===== config.mk =====
export PLATFORM = sky130hd
export DESIGN_NAME = fma_unit_top
export DESIGN_NICKNAME = d
export VERILOG_FILES = /design/src/hw/fma_pkg.sv /design/src/hw/fma_add_stage.sv /design/src/hw/fma_mul_stage.sv /design/src/hw/fma_round_stage.sv /design/src/hw/fma_unit_top.sv /design/src/hw/fma_writeback.sv /design/src/hw/fp_special_case_detect.sv
export VERILOG_INCLUDE_DIRS = /design/src /design/src/hw
export SDC_FILE = /design/constraint.sdc
export NUM_CORES = 2
export LEC_CHECK = 0
export BUFFER_PORTS_ARGS = -buffer_cell sky130_fd_sc_hd__buf_2
export CORE_MARGIN = 2
export CORE_UTILIZATION = 60
export CTS_BUF_LIST = sky130_fd_sc_hd__clkbuf_16
export DETAILED_ROUTE_END_ITERATION = 8
export PLACE_DENSITY_LB_ADDON = 0.3
export SLEW_MARGIN = 10
export SYNTH_ARGS = -nofsm -noshare
export SYNTH_HDL_FRONTEND = slang
export SYNTH_SLANG_ARGS = --single-unit

===== constraint.sdc =====
create_clock -name clk -period 36.1 [get_ports clk]
set_input_delay 5.415 -clock clk [delete_from_list [all_inputs] [get_ports clk]]
set_output_delay 5.415 -clock clk [all_outputs]
set_load 0.05 [all_outputs]

===== src/hw/fma_cfg.svh =====
`ifndef FMA_CFG_SVH
`define FMA_CFG_SVH

// single precision operand format
`define FMA_EXPO_W 8
`define FMA_FRAC_W 23
`define FMA_FLEN 32

`define FMA_ID_W 3

// result entries and issue credits
`define FMA_WB_DEPTH 4

`define FMA_CANON_NAN 32'h7fc00000

`endif


===== src/hw/fma_pkg.sv =====
`include "fma_cfg.svh"

package fma_pkg;

  typedef struct packed {
    logic sign;
    logic [`FMA_EXPO_W-1:0] expo;
    logic [`FMA_FRAC_W-1:0] frac;
  } fp_fields_t;

  // one operand word, read raw or as fields
  typedef union packed {
    logic [`FMA_FLEN-1:0] bits;
    fp_fields_t fields;
  } fp_word_u;

  // exponent with room for product range and underflow
  typedef logic signed [`FMA_EXPO_W+1:0] sexp_t;

  typedef struct packed {
    logic is_inf;
    logic is_snan;
    logic is_qnan;
    logic is_zero;
  } special_case_t;

  typedef enum logic [2:0] {
    FMADD,
    FMSUB,
    FNMADD,
    FNMSUB,
    FMUL,
    FADD
  } fma_op_e;

  typedef struct packed {
    logic [`FMA_ID_W-1:0] id;
    fma_op_e op;
    fp_word_u rs1;
    fp_word_u rs2;
    fp_word_u rs3;
  } fma_req_t;

  typedef struct packed {
    logic nan_out;
    logic nv;
    logic inf_out;
    logic inf_sign;
  } fma_special_t;

  typedef struct packed {
    logic [`FMA_ID_W-1:0] id;
    logic prod_sign;
    sexp_t prod_expo;
    logic [2*`FMA_FRAC_W+1:0] prod;   // exact 48 bit product
    logic add_sign;
    logic [`FMA_EXPO_W-1:0] add_expo;
    logic [`FMA_FRAC_W:0] add_sig;
    fma_special_t special;
  } fma_mul_t;

  typedef struct packed {
    logic [`FMA_ID_W-1:0] id;
    logic sign;
    sexp_t expo;
    logic [`FMA_FRAC_W+3:0] sig;      // 24 bits then guard, round, sticky
    logic zero;
    fma_special_t special;
  } fma_sum_t;

  typedef struct packed {
    logic nv;
    logic dz;
    logic of;
    logic uf;
    logic nx;
  } fflags_t;

  typedef struct packed {
    logic [`FMA_ID_W-1:0] id;
    fp_word_u data;
    fflags_t fflags;
  } fma_wb_t;

endpackage


===== src/hw/fma_add_stage.sv =====
`include "fma_cfg.svh"

module fma_add_stage (
  input  logic clk,
  input  logic arst_n,
  input  logic in_valid,
  input  fma_pkg::fma_mul_t mul,
  output logic out_valid,
  output fma_pkg::fma_sum_t sum
);

  localparam int AW = 2 * `FMA_FRAC_W + 5;     // product plus three low bits
  localparam int SH_W = $clog2(AW);
  localparam int LZ_W = $clog2(AW + 1);

  fma_pkg::sexp_t add_expo;
  fma_pkg::sexp_t expo_diff;
  fma_pkg::sexp_t big_expo;
  logic [AW-1:0] prod_ext;
  logic [AW-1:0] addend_ext;
  logic [AW-1:0] big;
  logic [AW-1:0] small_op;
  logic [AW-1:0] small_sh;
  logic [AW-1:0] small_j;
  logic [SH_W-1:0] shamt;
  logic [AW:0] raw;
  logic [AW:0] mag;
  logic [AW:0] norm;
  logic [LZ_W-1:0] lz;
  logic prod_zero;
  logic add_zero;
  logic prod_big;
  logic lost;
  logic eff_sub;
  logic neg;
  fma_pkg::fma_sum_t next;

  always_comb begin
    add_expo = fma_pkg::sexp_t'({2'b00, mul.add_expo});
    // both binary points land on bit AW-2
    prod_ext = {mul.prod, 3'b000};
    addend_ext = {1'b0, mul.add_sig, {(AW - `FMA_FRAC_W - 2){1'b0}}};

    prod_zero = (mul.prod == '0);
    add_zero = (mul.add_sig == '0);
    prod_big = add_zero | (~prod_zero & (mul.prod_expo >= add_expo));

    big = prod_big ? prod_ext : addend_ext;
    small_op = prod_big ? addend_ext : prod_ext;
    big_expo = prod_big ? mul.prod_expo : add_expo;
    expo_diff = prod_big ? mul.prod_expo - add_expo : add_expo - mul.prod_expo;
    shamt = (expo_diff >= AW) ? SH_W'(AW) : expo_diff[SH_W-1:0];

    // align and fold the shifted out bits into the lsb
    small_sh = small_op >> shamt;
    lost = |(small_op & ~({AW{1'b1}} << shamt));
    small_j = {small_sh[AW-1:1], small_sh[0] | lost};

    eff_sub = mul.prod_sign ^ mul.add_sign;
    if (eff_sub) begin
      raw = {1'b0, big} - {1'b0, small_j};
    end else begin
      raw = {1'b0, big} + {1'b0, small_j};
    end
    neg = eff_sub & raw[AW];                    // big was smaller at equal exponents
    mag = neg ? -raw : raw;

    lz = '0;
    for (int i = 0; i <= AW; i++) begin
      if (mag[i]) begin
        lz = LZ_W'(AW - i);
      end
    end
    norm = mag << lz;

    next.id = mul.id;
    next.special = mul.special;
    next.zero = (mag == '0);
    if (next.zero) begin
      // exact cancellation is +0 under rne
      next.sign = prod_zero & add_zero & ~eff_sub & mul.prod_sign;
    end else begin
      next.sign = (neg ^ prod_big) ? mul.prod_sign : mul.add_sign;
    end
    next.expo = big_expo + fma_pkg::sexp_t'(2) - fma_pkg::sexp_t'(lz);
    next.sig = {norm[AW -: `FMA_FRAC_W + 3], |norm[AW - `FMA_FRAC_W - 3:0]};
  end

  always_ff @(posedge clk or negedge arst_n) begin
    if (!arst_n) begin
      out_valid <= 1'b0;
    end else begin
      out_valid <= in_valid;
    end
  end

  always_ff @(posedge clk) begin
    if (in_valid) begin
      sum <= next;
    end
  end

endmodule


===== src/hw/fma_mul_stage.sv =====
`include "fma_cfg.svh"

module fma_mul_stage (
  input  logic clk,
  input  logic arst_n,
  input  logic in_valid,
  input  fma_pkg::fma_req_t req,
  input  fma_pkg::special_case_t rs1_special,
  input  fma_pkg::special_case_t rs2_special,
  input  fma_pkg::special_case_t rs3_special,
  output logic out_valid,
  output fma_pkg::fma_mul_t mul
);

  fma_pkg::fp_word_u opb;
  fma_pkg::fp_word_u opc;
  fma_pkg::special_case_t spb;
  fma_pkg::special_case_t spc;
  logic prod_sign;
  logic add_sign;
  logic [`FMA_FRAC_W:0] sig_a;
  logic [`FMA_FRAC_W:0] sig_b;
  logic [`FMA_FRAC_W:0] sig_c;
  logic nan_in;
  logic snan_in;
  logic inf_zero;
  logic prod_inf;
  logic inf_sub;
  fma_pkg::fma_mul_t next;

  always_comb begin
    opb = req.rs2;
    spb = rs2_special;
    opc = req.rs3;
    spc = rs3_special;
    prod_sign = req.rs1.fields.sign ^ req.rs2.fields.sign;
    add_sign = req.rs3.fields.sign;
    case (req.op)
      fma_pkg::FMSUB: add_sign = ~req.rs3.fields.sign;
      fma_pkg::FNMADD: begin
        prod_sign = ~(req.rs1.fields.sign ^ req.rs2.fields.sign);
        add_sign = ~req.rs3.fields.sign;
      end
      fma_pkg::FNMSUB: prod_sign = ~(req.rs1.fields.sign ^ req.rs2.fields.sign);
      fma_pkg::FMUL: begin
        opc.bits = '0;              // zero addend of the product's sign
        spc = '0;
        spc.is_zero = 1'b1;
        add_sign = prod_sign;
      end
      fma_pkg::FADD: begin
        opb.bits = '0;              // rs1 * 1.0 + rs2
        opb.fields.expo = {1'b0, {(`FMA_EXPO_W-1){1'b1}}};
        spb = '0;
        opc = req.rs2;
        spc = rs2_special;
        prod_sign = req.rs1.fields.sign;
        add_sign = req.rs2.fields.sign;
      end
      default: ;
    endcase

    sig_a = rs1_special.is_zero ? '0 : {1'b1, req.rs1.fields.frac};
    sig_b = spb.is_zero ? '0 : {1'b1, opb.fields.frac};
    sig_c = spc.is_zero ? '0 : {1'b1, opc.fields.frac};

    nan_in = rs1_special.is_snan | rs1_special.is_qnan | spb.is_snan | spb.is_qnan |
             spc.is_snan | spc.is_qnan;
    snan_in = rs1_special.is_snan | spb.is_snan | spc.is_snan;
    inf_zero = (rs1_special.is_inf & spb.is_zero) | (rs1_special.is_zero & spb.is_inf);
    prod_inf = (rs1_special.is_inf | spb.is_inf) & ~inf_zero & ~nan_in;
    inf_sub = prod_inf & spc.is_inf & (prod_sign ^ add_sign);

    next.id = req.id;
    next.prod_sign = prod_sign;
    next.prod_expo = fma_pkg::sexp_t'({2'b00, req.rs1.fields.expo}) +
                     fma_pkg::sexp_t'({2'b00, opb.fields.expo}) -
                     fma_pkg::sexp_t'((1 << (`FMA_EXPO_W - 1)) - 1);
    next.prod = sig_a * sig_b;
    next.add_sign = add_sign;
    next.add_expo = opc.fields.expo;
    next.add_sig = sig_c;
    next.special.nv = snan_in | inf_zero | inf_sub;
    next.special.nan_out = nan_in | next.special.nv;
    next.special.inf_out = ~next.special.nan_out & (prod_inf | spc.is_inf);
    next.special.inf_sign = prod_inf ? prod_sign : add_sign;
  end

  always_ff @(posedge clk or negedge arst_n) begin
    if (!arst_n) begin
      out_valid <= 1'b0;
    end else begin
      out_valid <= in_valid;
    end
  end

  always_ff @(posedge clk) begin
    if (in_valid) begin
      mul <= next;
    end
  end

endmodule


===== src/hw/fma_round_stage.sv =====
`include "fma_cfg.svh"

module fma_round_stage (
  input  logic clk,
  input  logic arst_n,
  input  logic in_valid,
  input  fma_pkg::fma_sum_t sum,
  output logic out_valid,
  output fma_pkg::fma_wb_t wb
);

  logic [`FMA_FRAC_W:0] mant;
  logic [`FMA_FRAC_W+1:0] mant_rnd;
  logic guard;
  logic sticky;
  logic round_up;
  logic inexact;
  fma_pkg::sexp_t expo_rnd;
  fma_pkg::fma_wb_t next;

  always_comb begin
    mant = sum.sig[`FMA_FRAC_W+3:3];
    guard = sum.sig[2];
    sticky = |sum.sig[1:0];
    round_up = guard & (sticky | mant[0]);   // ties to even
    inexact = guard | sticky;
    mant_rnd = {1'b0, mant} + (`FMA_FRAC_W + 2)'(round_up);
    // carry out leaves a zero fraction, only the exponent moves
    expo_rnd = sum.expo + fma_pkg::sexp_t'(mant_rnd[`FMA_FRAC_W+1]);

    next.id = sum.id;
    next.fflags = '0;
    next.data.fields.sign = sum.sign;
    next.data.fields.expo = expo_rnd[`FMA_EXPO_W-1:0];
    next.data.fields.frac = mant_rnd[`FMA_FRAC_W-1:0];

    if (sum.special.nan_out) begin
      next.data.bits = `FMA_CANON_NAN;
      next.fflags.nv = sum.special.nv;
    end else if (sum.special.inf_out) begin
      next.data.fields.sign = sum.special.inf_sign;
      next.data.fields.expo = '1;
      next.data.fields.frac = '0;
    end else if (sum.zero) begin
      next.data.fields.expo = '0;
      next.data.fields.frac = '0;
    end else if (expo_rnd >= fma_pkg::sexp_t'((1 << `FMA_EXPO_W) - 1)) begin
      next.data.fields.expo = '1;          // overflow to inf
      next.data.fields.frac = '0;
      next.fflags.of = 1'b1;
      next.fflags.nx = 1'b1;
    end else if (expo_rnd <= 0) begin
      next.data.fields.expo = '0;          // flush to signed zero
      next.data.fields.frac = '0;
      next.fflags.uf = 1'b1;
      next.fflags.nx = 1'b1;
    end else begin
      next.fflags.nx = inexact;
    end
  end

  always_ff @(posedge clk or negedge arst_n) begin
    if (!arst_n) begin
      out_valid <= 1'b0;
    end else begin
      out_valid <= in_valid;
    end
  end

  always_ff @(posedge clk) begin
    if (in_valid) begin
      wb <= next;
    end
  end

endmodule


===== src/hw/fma_unit_top.sv =====
module fma_unit_top (
  input  logic clk,
  input  logic arst_n,
  input  logic issue_req,
  input  fma_pkg::fma_req_t issue_data,
  output logic issue_ack,
  output logic res_req,
  input  logic res_ack,
  output fma_pkg::fma_wb_t res_data
);

  logic take;
  logic credit;
  fma_pkg::special_case_t rs1_special;
  fma_pkg::special_case_t rs2_special;
  fma_pkg::special_case_t rs3_special;
  logic mul_valid;
  fma_pkg::fma_mul_t mul;
  logic sum_valid;
  fma_pkg::fma_sum_t sum;
  logic wb_valid;
  fma_pkg::fma_wb_t wb;

  // new request only with buffer space reserved
  assign take = issue_req & ~issue_ack & credit;

  always_ff @(posedge clk or negedge arst_n) begin
    if (!arst_n) begin
      issue_ack <= 1'b0;
    end else if (take) begin
      issue_ack <= 1'b1;
    end else if (!issue_req) begin
      issue_ack <= 1'b0;
    end
  end

  // hidden bit is rebuilt from is_zero in the mul stage
  fp_special_case_detect rs1_detect (
    .data    (issue_data.rs1),
    .special (rs1_special),
    .hidden  ()
  );

  fp_special_case_detect rs2_detect (
    .data    (issue_data.rs2),
    .special (rs2_special),
    .hidden  ()
  );

  fp_special_case_detect rs3_detect (
    .data    (issue_data.rs3),
    .special (rs3_special),
    .hidden  ()
  );

  fma_mul_stage mul_stage (
    .clk         (clk),
    .arst_n      (arst_n),
    .in_valid    (take),
    .req         (issue_data),
    .rs1_special (rs1_special),
    .rs2_special (rs2_special),
    .rs3_special (rs3_special),
    .out_valid   (mul_valid),
    .mul         (mul)
  );

  fma_add_stage add_stage (
    .clk       (clk),
    .arst_n    (arst_n),
    .in_valid  (mul_valid),
    .mul       (mul),
    .out_valid (sum_valid),
    .sum       (sum)
  );

  fma_round_stage round_stage (
    .clk       (clk),
    .arst_n    (arst_n),
    .in_valid  (sum_valid),
    .sum       (sum),
    .out_valid (wb_valid),
    .wb        (wb)
  );

  fma_writeback writeback (
    .clk      (clk),
    .arst_n   (arst_n),
    .in_valid (wb_valid),
    .wb       (wb),
    .take     (take),
    .credit   (credit),
    .res_req  (res_req),
    .res_ack  (res_ack),
    .res_data (res_data)
  );

endmodule


===== src/hw/fma_writeback.sv =====
`include "fma_cfg.svh"

module fma_writeback (
  input  logic clk,
  input  logic arst_n,
  input  logic in_valid,
  input  fma_pkg::fma_wb_t wb,
  input  logic take,
  output logic credit,
  output logic res_req,
  input  logic res_ack,
  output fma_pkg::fma_wb_t res_data
);

  localparam int PTR_W = $clog2(`FMA_WB_DEPTH);
  localparam int CNT_W = $clog2(`FMA_WB_DEPTH + 1);

  fma_pkg::fma_wb_t mem [`FMA_WB_DEPTH];
  logic [PTR_W-1:0] wr_ptr;
  logic [PTR_W-1:0] rd_ptr;
  logic [CNT_W-1:0] count;
  logic [CNT_W-1:0] credits;
  logic pop;

  assign pop = res_req & res_ack;
  assign credit = (credits != '0);
  assign res_data = mem[rd_ptr];   // oldest entry, held while res_req is up

  always_ff @(posedge clk) begin
    if (in_valid) begin
      mem[wr_ptr] <= wb;
    end
  end

  always_ff @(posedge clk or negedge arst_n) begin
    if (!arst_n) begin
      wr_ptr <= '0;
      rd_ptr <= '0;
      count <= '0;
      credits <= CNT_W'(`FMA_WB_DEPTH);
      res_req <= 1'b0;
    end else begin
      if (in_valid) begin
        wr_ptr <= (wr_ptr == PTR_W'(`FMA_WB_DEPTH - 1)) ? '0 : wr_ptr + 1'b1;
      end
      if (pop) begin
        rd_ptr <= (rd_ptr == PTR_W'(`FMA_WB_DEPTH - 1)) ? '0 : rd_ptr + 1'b1;
      end
      count <= count + CNT_W'(in_valid) - CNT_W'(pop);
      // credit returns only once the consumer has the entry
      credits <= credits - CNT_W'(take) + CNT_W'(pop);

      if (pop) begin
        res_req <= 1'b0;
      end else if (!res_req && !res_ack && count != '0) begin
        res_req <= 1'b1;   // wait for ack low from last transfer
      end
    end
  end

endmodule


===== src/hw/fp_special_case_detect.sv =====
`include "fma_cfg.svh"

module fp_special_case_detect (
  input  fma_pkg::fp_word_u data,
  output fma_pkg::special_case_t special,
  output logic hidden
);

  logic expo_ones;
  logic expo_zero;
  logic frac_zero;
  logic quiet;

  assign expo_ones = &data.fields.expo;
  assign expo_zero = ~|data.fields.expo;
  assign frac_zero = ~|data.fields.frac;
  assign quiet = data.fields.frac[`FMA_FRAC_W-1];   // msb of fraction

  assign special.is_inf = expo_ones & frac_zero;
  assign special.is_snan = expo_ones & ~frac_zero & ~quiet;
  assign special.is_qnan = expo_ones & quiet;
  // subnormals count as zero, they are flushed
  assign special.is_zero = expo_zero;

  assign hidden = ~expo_zero;

endmodule


==> metrics <==
Most Crowded Layer GR met2; drt total wl approximately 170,000 um; largest net degree at the start of global routing slightly above 80; FMAX roughly 56 MHz; Nets approximately 6,500; router iterations before antenna repair 9; setup bufs post-CTS 0; post-CTS sizing 0; Die X-Extent about 300 um; RR Endpoint add_stage.sum[41]; gpl congestion around 1.0; Slew @ Worst Pin roughly 1.3 ns; first-pass GRT wire length about 260,000 um; #FFs+latches synth roughly 360; Mapped Cells roughly 5,800; CP max FO 52; Worst setup SP type register; total gr overflow 0; die height ~300 um; Iteration-0 DRC Markers 4,851; M3 GR Usage 0.0874; slew margin rel. 0.0980; Buf/Inv on CP 6; Ports 148; row count ~110; hold path cells 0; Setup CP Type register to register; vias per cell 6.64; die area 0.0871 sq mm; met2 Usage GRT 0.627; Largest delay share family, worst path compound AO/OA/AOI/OAI gates; final setup violation count 0; CP max-delay cell a311oi_1; Syn Nets ~6,600; Syn-to-layout area delta 4.65%; GRT Util Overall 0.392; hold path start add_stage.sum[45]; Worst R2R Setup Slack between 15 and 20 ns; remaining antenna violation count 0; Worst-Skew Late Latency 0.55 ns; Critical Path Most Common Cell a21oi_1; hold endpoint round_stage.wb[39]; clock skew between 0.015 and 0.02 ns; Synth async-reset ratio 0.0423; crit path time final about 18 ns; Sink Count ~360; TritonCTS clock tree yes; EDFF count, synth 340; Max-cap violations 0; worst reg-to-reg path cell count 66; warnings from Yosys 0; Hold Path Class register to register; multi-input logic area between 0.03 and 0.04 sq mm; DP Wirelength 131,000 um; RR Startpoint mul_stage.mul[79]; Seq. cell area between 0.01 and 0.015 sq mm; routed vias 45,359; met1 usage 0.503; Mapped Area ~0.051 sq mm; Placeable Area ~0.084 sq mm; Reg clk slew, reported paths about 0.060 ns; H-tree levels 2; share of layout cells above drive strength 1 0.0853; filler instances between 7,000 and 8,000; Most used DFF post-synth edfxtp_1; distinct cell type count after synthesis roughly 130; Fin Setup TNS 0 ns; critical path's largest stage delay ~1.2 ns; CTS Hold Bufs 0; register area share after synthesis 0.208; vias in the first global route 44,306; CTS Root Cell clkbuf_16; RSZ-0062 raised after global routing false; CTS buffer count 36; DRC viols 0; period utilization 0.494; Final Hold Fails 0; WP data arrival approximately 18 ns; maximum clock path buffer count 3; Final Max Tran Viols 0; Data required, critical path 36.39 ns; syn_area_per_cell roughly 9 sq um; CP Capture Type register; Routed WL per cell about 25 um; port bufs approximately 150; Starting Density 0.606; outcome finished, final reports clean; initial antenna violation count 8
worst max path at each step:
stage,start,end,cells after the start,slack [ns]
after floorplan,issue_data[98],mul_stage.mul[82],47,21.29
after global placement,mul_stage.mul[79],add_stage.sum[41],62,19.14
after detailed placement,issue_data[98],mul_stage.mul[82],46,18.91
after CTS,mul_stage.mul[79],add_stage.sum[41],62,18.95
after global routing,mul_stage.mul[79],add_stage.sum[41],68,17.29
final,mul_stage.mul[79],add_stage.sum[41],66,18.27
synth_stat cells, types with 56 or more instances:
cell | count | area share
ha_1 | 279 | 0.069
mux2i_1 | 155 | 0.031
a21oi_1 | 291 | 0.029
and2_1 | 89 | 0.011
edfxtp_1 | 340 | 0.20
inv_1 | 607 | 0.045
a31oi_1 | 61 | 0.0075
a21o_1 | 75 | 0.011
o21ai_0 | 194 | 0.019
nor3_1 | 96 | 0.0095
xnor2_1 | 148 | 0.026
nand3_1 | 123 | 0.012
and3_1 | 234 | 0.029
nand2_1 | 768 | 0.057
xor2_1 | 96 | 0.017
a211oi_1 | 56 | 0.0083
clkbuf_1 | 241 | 0.018
fa_1 | 488 | 0.19
nor2_1 | 352 | 0.026
sequential cells by signal, summed over array words and instances, names as in the netlist:
signal,flops
writeback.mem,156
mul_stage.mul,99
add_stage.sum,46
round_stage.wb,39
writeback.count,3
writeback.credits,3
writeback.rd_ptr,2
writeback.wr_ptr,2
add_stage.out_valid,1
issue_ack,1
mul_stage.out_valid,1
round_stage.out_valid,1
writeback.res_req,1
layout make-up:
cell class / instances / share of cell area
antenna: 5 / 0.000235
tap: 1134 / 0.0267
clock inverter: 29 / 0.00452
inverter: 612 / 0.0432
clock buffer: 36 / 0.0169
timing repair buffer: 215 / 0.0235
multi-input combinational: 4442 / 0.686
sequential: 355 / 0.199
cell families (layout without fill, tap and decap cells):
group / count (synthesis) / count (layout) / share of synthesized area
simple gates: 2006 / 2006 / 0.194
fa+ha+maj: 767 / 767 / 0.261
buf+inv: 959 / 892 / 0.0754
compound gates: 1175 / 1175 / 0.158
flops: 355 / 355 / 0.208
other cells: 1 / 6 / 0.0000738
xor+xnor: 244 / 244 / 0.0420
mux: 249 / 249 / 0.0614
routing by layer:
| layer | part of all wire | vias to the layer above |
|---|---|---|
| met5 | 0.00039 | - |
| met4 | 0.061 | 6 |
| met3 | 0.11 | 641 |
| met2 | 0.45 | 2801 |
| met1 | 0.38 | 21983 |
| li1 | - | 19928 |
layout by cell type (no fill, tap or decap), types with 147 or more instances in the layout:
master	instances
a21oi_1	290
and3_1	234
edfxtp_1	340
fa_1	488
ha_1	279
inv_1	610
mux2i_1	155
nand2_1	768
nor2_1	350
o21ai_0	194
xnor2_1	147
metrics by stage:
step | worst slack (ns) | util | instance area, sq um | hold slack (ns) | std cells
2_1_floorplan | 21.29 | - | 50800 | 0.400 | 5756
3_3_place_gp | 19.14 | 0.621 | 52000 | 0.402 | 6758
3_5_place_dp | 18.91 | 0.621 | 52000 | 0.405 | 6758
4_1_cts | 18.95 | 0.634 | 53200 | 0.418 | 6823
5_1_grt | 17.29 | 0.634 | 53200 | 0.425 | 6824
6_report | 18.27 | 0.635 | 53200 | 0.419 | 6828
Power is not shown: default switching activity piles up to over one toggle a cycle in this logic, so the estimate is an artifact.
